==> config.mk <==
export PLATFORM = sky130hd
export DESIGN_NAME = l2_request_router
export DESIGN_NICKNAME = d
export VERILOG_FILES = /design/src/source/l2_cache_pkg.sv /design/src/source/l2_request_router.sv
export SDC_FILE = /design/constraint.sdc
export NUM_CORES = 1
export LEC_CHECK = 0
export BUFFER_PORTS_ARGS = -buffer_cell sky130_fd_sc_hd__buf_2
export CAP_MARGIN = 20
export CORE_AREA = 3 3 467 469
export DETAILED_ROUTE_END_ITERATION = 16
export DIE_AREA = 0 0 470 472
export PLACE_DENSITY = 0.3
export SLEW_MARGIN = 20
export SYNTH_ARGS = -nofsm -noshare
export SYNTH_HDL_FRONTEND = slang
export SYNTH_SLANG_ARGS = --single-unit
==> constraint.sdc <==
create_clock -name clk -period 1 [get_ports clk]
set_input_delay 0.2 -clock clk [delete_from_list [all_inputs] [get_ports clk]]
set_output_delay 0.2 -clock clk [all_outputs]
set_load 0.02 [all_outputs]
==> src/source/l2_cache_pkg.sv <==
package l2_cache_pkg;

	// Bank geometry
	localparam int num_banks = 4;
	localparam int bank_bits = 2;
	localparam int sets_per_bank = 4;
	localparam int set_bits = 2;
	localparam int tag_bits = 2;
	localparam int lines_per_bank = 16;

	// Cycles spent in the fill state on a miss
	localparam int fill_cycles = 4;

	localparam int line_addr_bits = bank_bits + set_bits + tag_bits;
	localparam int line_bytes = 64;

	// Line address is {tag, set, bank}
	typedef logic [line_addr_bits-1:0] line_addr_t;
	typedef logic [line_bytes*8-1:0] line_data_t;
	typedef logic [line_bytes-1:0] byte_mask_t;

	// Requester identity and the L1 way it asked for
	typedef logic [1:0] unit_t;
	typedef logic [1:0] strand_t;
	typedef logic [1:0] way_t;

	typedef logic [bank_bits-1:0] bank_idx_t;
	typedef logic [set_bits-1:0] set_idx_t;
	typedef logic [tag_bits-1:0] tag_t;

	// Backing line index inside one bank, {tag, set}
	typedef logic [$clog2(lines_per_bank)-1:0] line_idx_t;

	// One reservation slot per unit and strand
	localparam int resv_entries = 2 ** ($bits(unit_t) + $bits(strand_t));

	typedef enum logic [2:0]
	{
		pci_load = 3'd0,
		pci_store = 3'd1,
		pci_flush = 3'd2,
		pci_invalidate = 3'd3,
		pci_load_sync = 3'd4,
		pci_store_sync = 3'd5
	} pci_op_t;

	typedef enum logic [1:0]
	{
		cpi_none = 2'd0,
		cpi_load_ack = 2'd1,
		cpi_store_ack = 2'd2
	} cpi_op_t;

	typedef enum logic [1:0]
	{
		st_idle,
		st_lookup,
		st_fill,
		st_respond
	} bank_state_t;

endpackage

==> src/source/l2_request_router.sv <==
`timescale 1ns/1ps

module l2_request_router (
	input  logic clk,
	input  logic reset,
	input  logic pci_valid,
	input  l2_cache_pkg::unit_t pci_unit,
	input  l2_cache_pkg::strand_t pci_strand,
	input  l2_cache_pkg::pci_op_t pci_op,
	input  l2_cache_pkg::way_t pci_way,
	input  l2_cache_pkg::line_addr_t pci_addr,
	input  l2_cache_pkg::byte_mask_t pci_mask,
	input  l2_cache_pkg::line_data_t pci_data,
	input  logic [l2_cache_pkg::num_banks-1:0] bank_ready,
	output logic pci_ready,
	output logic [l2_cache_pkg::num_banks-1:0] bank_valid,
	output l2_cache_pkg::unit_t req_unit,
	output l2_cache_pkg::strand_t req_strand,
	output l2_cache_pkg::pci_op_t req_op,
	output l2_cache_pkg::way_t req_way,
	output l2_cache_pkg::line_addr_t req_addr,
	output l2_cache_pkg::byte_mask_t req_mask,
	output l2_cache_pkg::line_data_t req_data
);

	l2_cache_pkg::bank_idx_t bank_sel;
	logic forward;
	logic accept_en;

	// PCI side stays closed until the first cycle out of reset
	always_ff @(posedge clk)
	begin
		if (reset)
			accept_en <= 1'b0;
		else
			accept_en <= 1'b1;
	end

	// Low line address bits pick the owning bank
	assign bank_sel = pci_addr[l2_cache_pkg::bank_bits-1:0];

	// Flush and invalidate are consumed here and never reach a bank
	always_comb
	begin
		case (pci_op)
			l2_cache_pkg::pci_load,
			l2_cache_pkg::pci_store,
			l2_cache_pkg::pci_load_sync,
			l2_cache_pkg::pci_store_sync: forward = 1'b1;
			default: forward = 1'b0;
		endcase
	end

	assign pci_ready = accept_en && bank_ready[bank_sel];

	always_comb
	begin
		bank_valid = '0;
		if (accept_en && pci_valid && forward)
			bank_valid[bank_sel] = 1'b1;
	end

	// Payload is shared, only the addressed bank sees a valid
	assign req_unit = pci_unit;
	assign req_strand = pci_strand;
	assign req_op = pci_op;
	assign req_way = pci_way;
	assign req_addr = pci_addr;
	assign req_mask = pci_mask;
	assign req_data = pci_data;

endmodule

======== Word level (Yosys, flattened, before mapping) ========
Index checks and enable logic that the tools add are counted.
word-level totals
  bits in registers ....................... 1
  bits of input ports ..................... 598
  output and inout port bits .............. 596
  logic and storage cells ................. 19
operators by class
  order comparisons ....................... 2
  equality and inequality tests ........... 3
  muxes and demuxes ....................... 7
  reduce and logical (&&, ||, !) cells .... 6
operator list
  cell                number
  $eq 3x3->1 const B  2
  $logic_and 1x1->1   4
  $mux 1              4
  $mux 4              1
  $reduce_or 4->1     1
  $eq 3x1->1 const B  1
  $logic_not 3->1     1
  $lt 2x3->1 const B  1
  $bmux 1 s2          1
  $demux 1 s2         1
  $ge 2x1->1 const B  1

======== Depth between registers and ports, before layout ========
Gate-level depths: netlist of the first run.
  word-level depth ........................ 5
  depth in mapped cells ................... 2
  depth with buffers taken out ............ 2

======== Worst setup path before layout of the first run ========
Ideal clock, no wire load.
  kind .................................... reg-to-output
  from .................................... register accept_en
  to ...................................... output bank_valid[1] (netlist name)
  data arrival time ....................... 1.112 ns
  data required time ...................... 0.800 ns
  setup slack ............................. -0.312 ns
  stages on the path, launching flop included .. 3
  path buffers ............................ 0
  path through ............................ dfxtp_1 nand2_1 nor4b_1
on the way
  cells in the longest elaborated chain, start to end .. 3
ends and longest elaborated chain
  item                            line                     source
  start: declaration              l2_request_router.sv:28  logic accept_en;
  start signal: assignment        l2_request_router.sv:34  accept_en <= 1'b0;
  start signal: assignment        l2_request_router.sv:36  accept_en <= 1'b1;
  $logic_and 1x1->1 (2 in a row)  l2_request_router.sv:59  if (accept_en && pci_valid && forward)
  $mux 4                          l2_request_router.sv:59
  end: declaration                l2_request_router.sv:16  output logic [l2_cache_pkg::num_banks-1:0] bank_valid,
Every way passes these cells.

======== Worst setup path in the final report of the first run ========
  from .................................... input bank_ready[3] (netlist name)
  to ...................................... output pci_ready
on the way
  cells in the longest elaborated chain, start to end .. 3
ends and longest elaborated chain
  item                          line                     source
  start: declaration            l2_request_router.sv:14  input logic [l2_cache_pkg::num_banks-1:0] bank_ready,
  $bmux 1 s2                    l2_request_router.sv:54  assign pci_ready = accept_en && bank_ready[bank_sel];
  $mux 1 (implied by the code)  l2_request_router.sv:54
  $logic_and 1x1->1             l2_request_router.sv:54
  end: declaration              l2_request_router.sv:15  output logic pci_ready,
Every way passes these cells. The select of a mux whose other input is x is not followed.

==> results of run 1 <==
-- worst max-delay path: stages --
cell and delay [ns]:
buf_2 0.10, mux4_2 0.45, and2_4 0.16, buf_12 0.14
-- kinds of logic (layout without fill, tap and decap cells) --
group | count (synthesis) | count (layout) | synth area share [%]
and+or+nand+nor | 7 | 7 | 0.9400
DFF | 1 | 1 | 0.4424
buffers and inverters | 592 | 20 | 98.12
other | 0 | 1 | 0
muxes | 1 | 1 | 0.4976
-- layout make-up --
cell class | count | area (sq um)
inverters | 1 | 3.754
multi-input cells | 8 | 135.1
fillers | 25771 | 210500
repair buffers | 19 | 162.7
flip-flops and latches | 1 | 23.77
well taps | 2838 | 3551
diodes | 1 | 2.502
-- synthesized netlist by cell type --
library cell,count,area (sq um)
buf_4,591,4437
and2_1,1,6.260
dfxtp_1,1,20.02
inv_1,1,3.750
mux4_2,1,22.52
nand2_1,1,3.750
nand3_1,1,5.000
nor3_1,1,5.000
nor3b_1,1,7.510
nor4_1,1,6.260
nor4b_1,1,8.760
-- cells in the final DEF (no fill, tap or decap) --
cell type  Yosys  layout
buf_2          0       9
buf_4        591       4
buf_8          0       3
buf_6          0       2
diode_2        0       1
nand2_2        0       1
nor4_4         0       1
nand3_4        0       1
nor3_4         0       1
mux4_2         1       1
and2_4         0       1
nor3b_4        0       1
nor4b_4        0       1
inv_1          1       1
dfxtp_4        0       1
buf_12         0       1
-- power by group --
| group | switching (mW) | total [mW] | internal, mW |
|---|---|---|---|
| combinational | 0.0880 | 0.158 | 0.0701 |
| sequential | 0.00354 | 0.0454 | 0.0419 |
| clock | 0 | 0.000000140 | 0.000000140 |
| total | 0.0915 | 0.203 | 0.112 |
-- stage by stage --
stage                     util, %  instances
after floorplan                 -        601
after global placement      1.755       2867
after detailed placement    1.755       2867
after CTS                   1.786       2867
after global routing        1.809       2868
final                       1.809       2868
-- repair_timing --
action                     in CTS  in global routing
resized for setup              16                 12
pin swaps                       4                  1
setup endpoints to repair       5                  5
-- per-layer routing --
metal	routed length [microns]	vias to the layer above
met2	80150	1336
met4	5559	0
met3	102100	176
met1	1838	210
met5	0	-
li1	-	79
-- how the worst max path moves through the flow --
| stage | end | slack (ns) | cells after the start | from |
|---|---|---|---|---|
| 2_1_floorplan | pci_ready | -0.08 | 2 | pci_addr[0] |
| 3_5_place_dp | pci_ready | -0.41 | 4 | pci_addr[0] |
| 6_report | pci_ready | -0.26 | 4 | bank_ready[3] |
| 5_1_grt | pci_ready | -0.27 | 4 | pci_addr[0] |
| 4_1_cts | pci_ready | -0.27 | 4 | pci_addr[0] |
| 3_3_place_gp | pci_ready | -0.41 | 4 | pci_addr[0] |
==> results.sh, run 1 <==
export IMPL_outcome="finished with violations"
export IMPL_violations="negative setup slack"
export IMPL_grt_start_max_net_pins=6
export IMPL_hold_start="reset"
export IMPL_pre_cts_ws_ns=-0.4058
export IMPL_peakVddDrop_mv=0.05500
export IMPL_use_met3_pct=41.57
export IMPL_drive_above_1_share_pct=96.55
export IMPL_grt_busiest_layer="met3"
export IMPL_reg_top3="accept_en (1)"
export IMPL_finalSetupTns_ns=-0.4087
export IMPL_grtUsageMet2_pct=24.74
export IMPL_worst_pin_slew_ns=0.2867
export IMPL_fin_crit_ns=1.262
export IMPL_first_iter_violations=72
export IMPL_finalPower_uw=203.5
export IMPL_die_area_sq_mm=0.2218
export IMPL_period_share_pct=126.2
export IMPL_clk_pin_slew_ns=0
export IMPL_holdWs_ns=0.4000
export IMPL_io_buffers=17
export IMPL_power_leakage_nw=0.1513
export IMPL_grt_antenna_before_repair=1
export IMPL_synthesis_area_sq_mm=0.004526
export IMPL_critPathLaunchType="primary input"
export IMPL_synth_nets=1199
export IMPL_gp_congestion=0.8722
export IMPL_core_sq_mm=0.2144
export IMPL_post_dp_hpwl_microns=188300
export IMPL_ios=1194
export IMPL_grt_pass1_wl_microns=196600
export IMPL_worstPathArrival_ns=1.06
export IMPL_hold_depth=2
export IMPL_areaGrowthSynthToFinish_pct=-14.29
export IMPL_critPathMaxFanout=1
export IMPL_required_ns=0.80
export IMPL_viasPerCell=0.6280
export IMPL_num_vias=1801
export IMPL_slew_headroom_pct=81.01
export IMPL_drcViolationCount=0
export IMPL_finalSetupViolations=4
export IMPL_yosysUniqueCellTypes=11
export IMPL_largest_reg_flops=1
export IMPL_ys_seq_area_share_pct=0.4424
export IMPL_yosysWarnings=0
export IMPL_die_x_microns=470
export IMPL_drv_slew=0
export IMPL_p_per_area_mw_per_mm2=52.45
export IMPL_ant_nets=0
export IMPL_grt_pass1_vias=1583
export IMPL_use_met1_pct=0.4175
export IMPL_fin_nets=629
export IMPL_post_cts_buffers=0
export IMPL_wire_per_inst_microns=66.13
export IMPL_hold_violations=0
export IMPL_ys_ff_latch=1
export IMPL_top_register="accept_en"
export IMPL_rsz0062_at_grt="yes"
export IMPL_end_kind="output pin"
export IMPL_fmax_mhz=792.4
export IMPL_rows=170
export IMPL_synth_cells=601
export IMPL_hold_path_end="accept_en"
export IMPL_overflow=0
export IMPL_hp_class="primary input to flop"
export IMPL_drtPass1Iterations=4
export IMPL_critical_path_class="primary input to output pin"
export IMPL_cap_violations=0
export IMPL_finalWorstSetupSlack_ns=-0.2620
export IMPL_postSynthAreaPerCell_sq_um=7.530
export IMPL_cts_hold_buffers=0
export IMPL_grt_total_usage_pct=16.37
export IMPL_post_route_cell_area_sq_mm=0.003879
export IMPL_postRouteWirelength_microns=189700
export IMPL_dpl_cell_area_sq_mm=0.003762
export IMPL_start_util_pct=2.111
export IMPL_chipHeight_microns=472
No activity file was read; power rests on OpenSTA's default activity.
==> inputs of run 2 (changes only) <==
Settings changed: GPL_TIMING_DRIVEN set to 1.
Clock period 1 ns to 1.1 ns, I/O delays scaled along.
==> results.sh, run 2 (same netlist as run 1, synthesis figures left out) <==
export IMPL_grt_start_max_net_pins=6
export IMPL_cap_violations=0
export IMPL_post_dp_hpwl_microns=195900
export IMPL_viasPerCell=0.6656
export IMPL_route_met2_wl_microns=83370
export IMPL_required_ns=0.88
export IMPL_fin_crit_ns=1.315
export IMPL_fmax_mhz=760.5
export IMPL_gp_congestion=0.8571
export IMPL_wl_met3_microns=104300
export IMPL_clk_pin_slew_ns=0
export IMPL_ant_nets=0
export IMPL_instances_no_fill=2868
export IMPL_power_leakage_nw=0.1474
export IMPL_core_sq_mm=0.2144
export IMPL_worst_pin_slew_ns=0.3896
export IMPL_finalSetupTns_ns=-0.2936
export IMPL_wire_per_inst_microns=68.75
export IMPL_overflow=0
export IMPL_rows=170
export IMPL_critical_path_class="primary input to output pin"
export IMPL_drv_slew=0
export IMPL_outcome="finished with violations"
export IMPL_mostFrequentLayoutCells="buf_2, buf_4, buf_6, buf_12"
export IMPL_pre_cts_ws_ns=-0.3663
export IMPL_io_buffers=17
export IMPL_fin_nets=630
export IMPL_drive_above_1_share_pct=93.33
export IMPL_hold_violations=0
export IMPL_finalPower_uw=186.8
export IMPL_dr_max_layer_used="met5"
export IMPL_end_kind="output pin"
export IMPL_diodes=0
export IMPL_areaGrowthSynthToFinish_pct=-14.85
export IMPL_top_register="accept_en"
export IMPL_final_common_cell="buf_2"
export IMPL_violations="negative setup slack"
export IMPL_grt_total_usage_pct=17.03
export IMPL_worstPathArrival_ns=1.09
export IMPL_grt_pass1_wl_microns=204400
export IMPL_ios=1194
export IMPL_die_area_sq_mm=0.2218
export IMPL_drtPass1Iterations=3
export IMPL_first_iter_violations=143
export IMPL_chipHeight_microns=472
export IMPL_period_share_pct=119.5
export IMPL_grt_antenna_before_repair=3
export IMPL_slew_headroom_pct=74.21
export IMPL_postRouteWirelength_microns=197200
export IMPL_utilization_pct=1.797
export IMPL_peakVddDrop_mv=0.07630
export IMPL_grt_pass1_vias=1639
export IMPL_wl_met1_microns=1475
export IMPL_reg_top3="accept_en (1)"
export IMPL_finalSetupViolations=3
export IMPL_largest_reg_flops=1
export IMPL_hp_class="primary input to flop"
export IMPL_critPathMaxFanout=1
export IMPL_die_x_microns=470
export IMPL_rsz0062_at_grt="yes"
export IMPL_drcViolationCount=0
export IMPL_fill_cells=25775
export IMPL_finalWorstSetupSlack_ns=-0.2149
export IMPL_start_util_pct=2.111
export IMPL_num_vias=1909
export IMPL_dp_cells=2868
export IMPL_p_per_area_mw_per_mm2=48.46
export IMPL_critPathLaunchType="primary input"
## run 2: changes by cell type in the layout (fill, tap and decap cells not counted), sizes merged
cell / before / now
diode: 1 / 0
buf: 19 / 20
## run 2: critical path: stages
cell and delay [ns]:
buf_2 0.11, mux4_2 0.46, and2_4 0.16, buf_12 0.14
## run 2: timing repair
| action | CTS | global route |
|---|---|---|
| pin swaps | 4 | 1 |
| endpoints found under the setup margin | 5 | 4 |
| hold endpoints to repair | 0 | 0 |
| hold buffers | 0 | 0 |
| setup buffers | 0 | 0 |
| gates resized for setup | 14 | 3 |
## run 2: final cells by class
cell class / count / area (sq um) / area share [%]
tap: 2838 / 3551 / 92.14
sequential: 1 / 21.27 / 0.5519
inverter: 1 / 3.754 / 0.09740
timing repair buffer: 20 / 167.7 / 4.351
multi-input combinational: 8 / 110.1 / 2.857
## run 2: final timing paths
path,start,to,slack (ns),depth (start not counted)
setup / recovery,bank_ready[2],pci_ready,-0.21,4
hold / removal,reset,accept_en,0.41,2
## run 2: through the flow
stage / hold slack, ns / instance area (sq um)
after global routing: 0.4066 / 3854
after detailed placement: 0.4082 / 3782
final: 0.4071 / 3854
after global placement: 0.4067 / 3782
after floorplan: 0.2765 / 4546
after CTS: 0.4017 / 3839
## run 2: report_power, final
| group | internal, mW | switching (mW) |
|---|---|---|
| sequential | 0.0394 | 0.00164 |
| clock | 0 | 0 |
| combinational | 0.0645 | 0.0812 |
| total | 0.104 | 0.0828 |
## run 2: per-layer routing
metal | vias to the layer above | track usage (%)
met3 | 188 | 42.45
met1 | 243 | 0.3184
met2 | 1396 | 25.78
met4 | 2 | 5.435
met5 | - | 0.4110
li1 | 80 | -
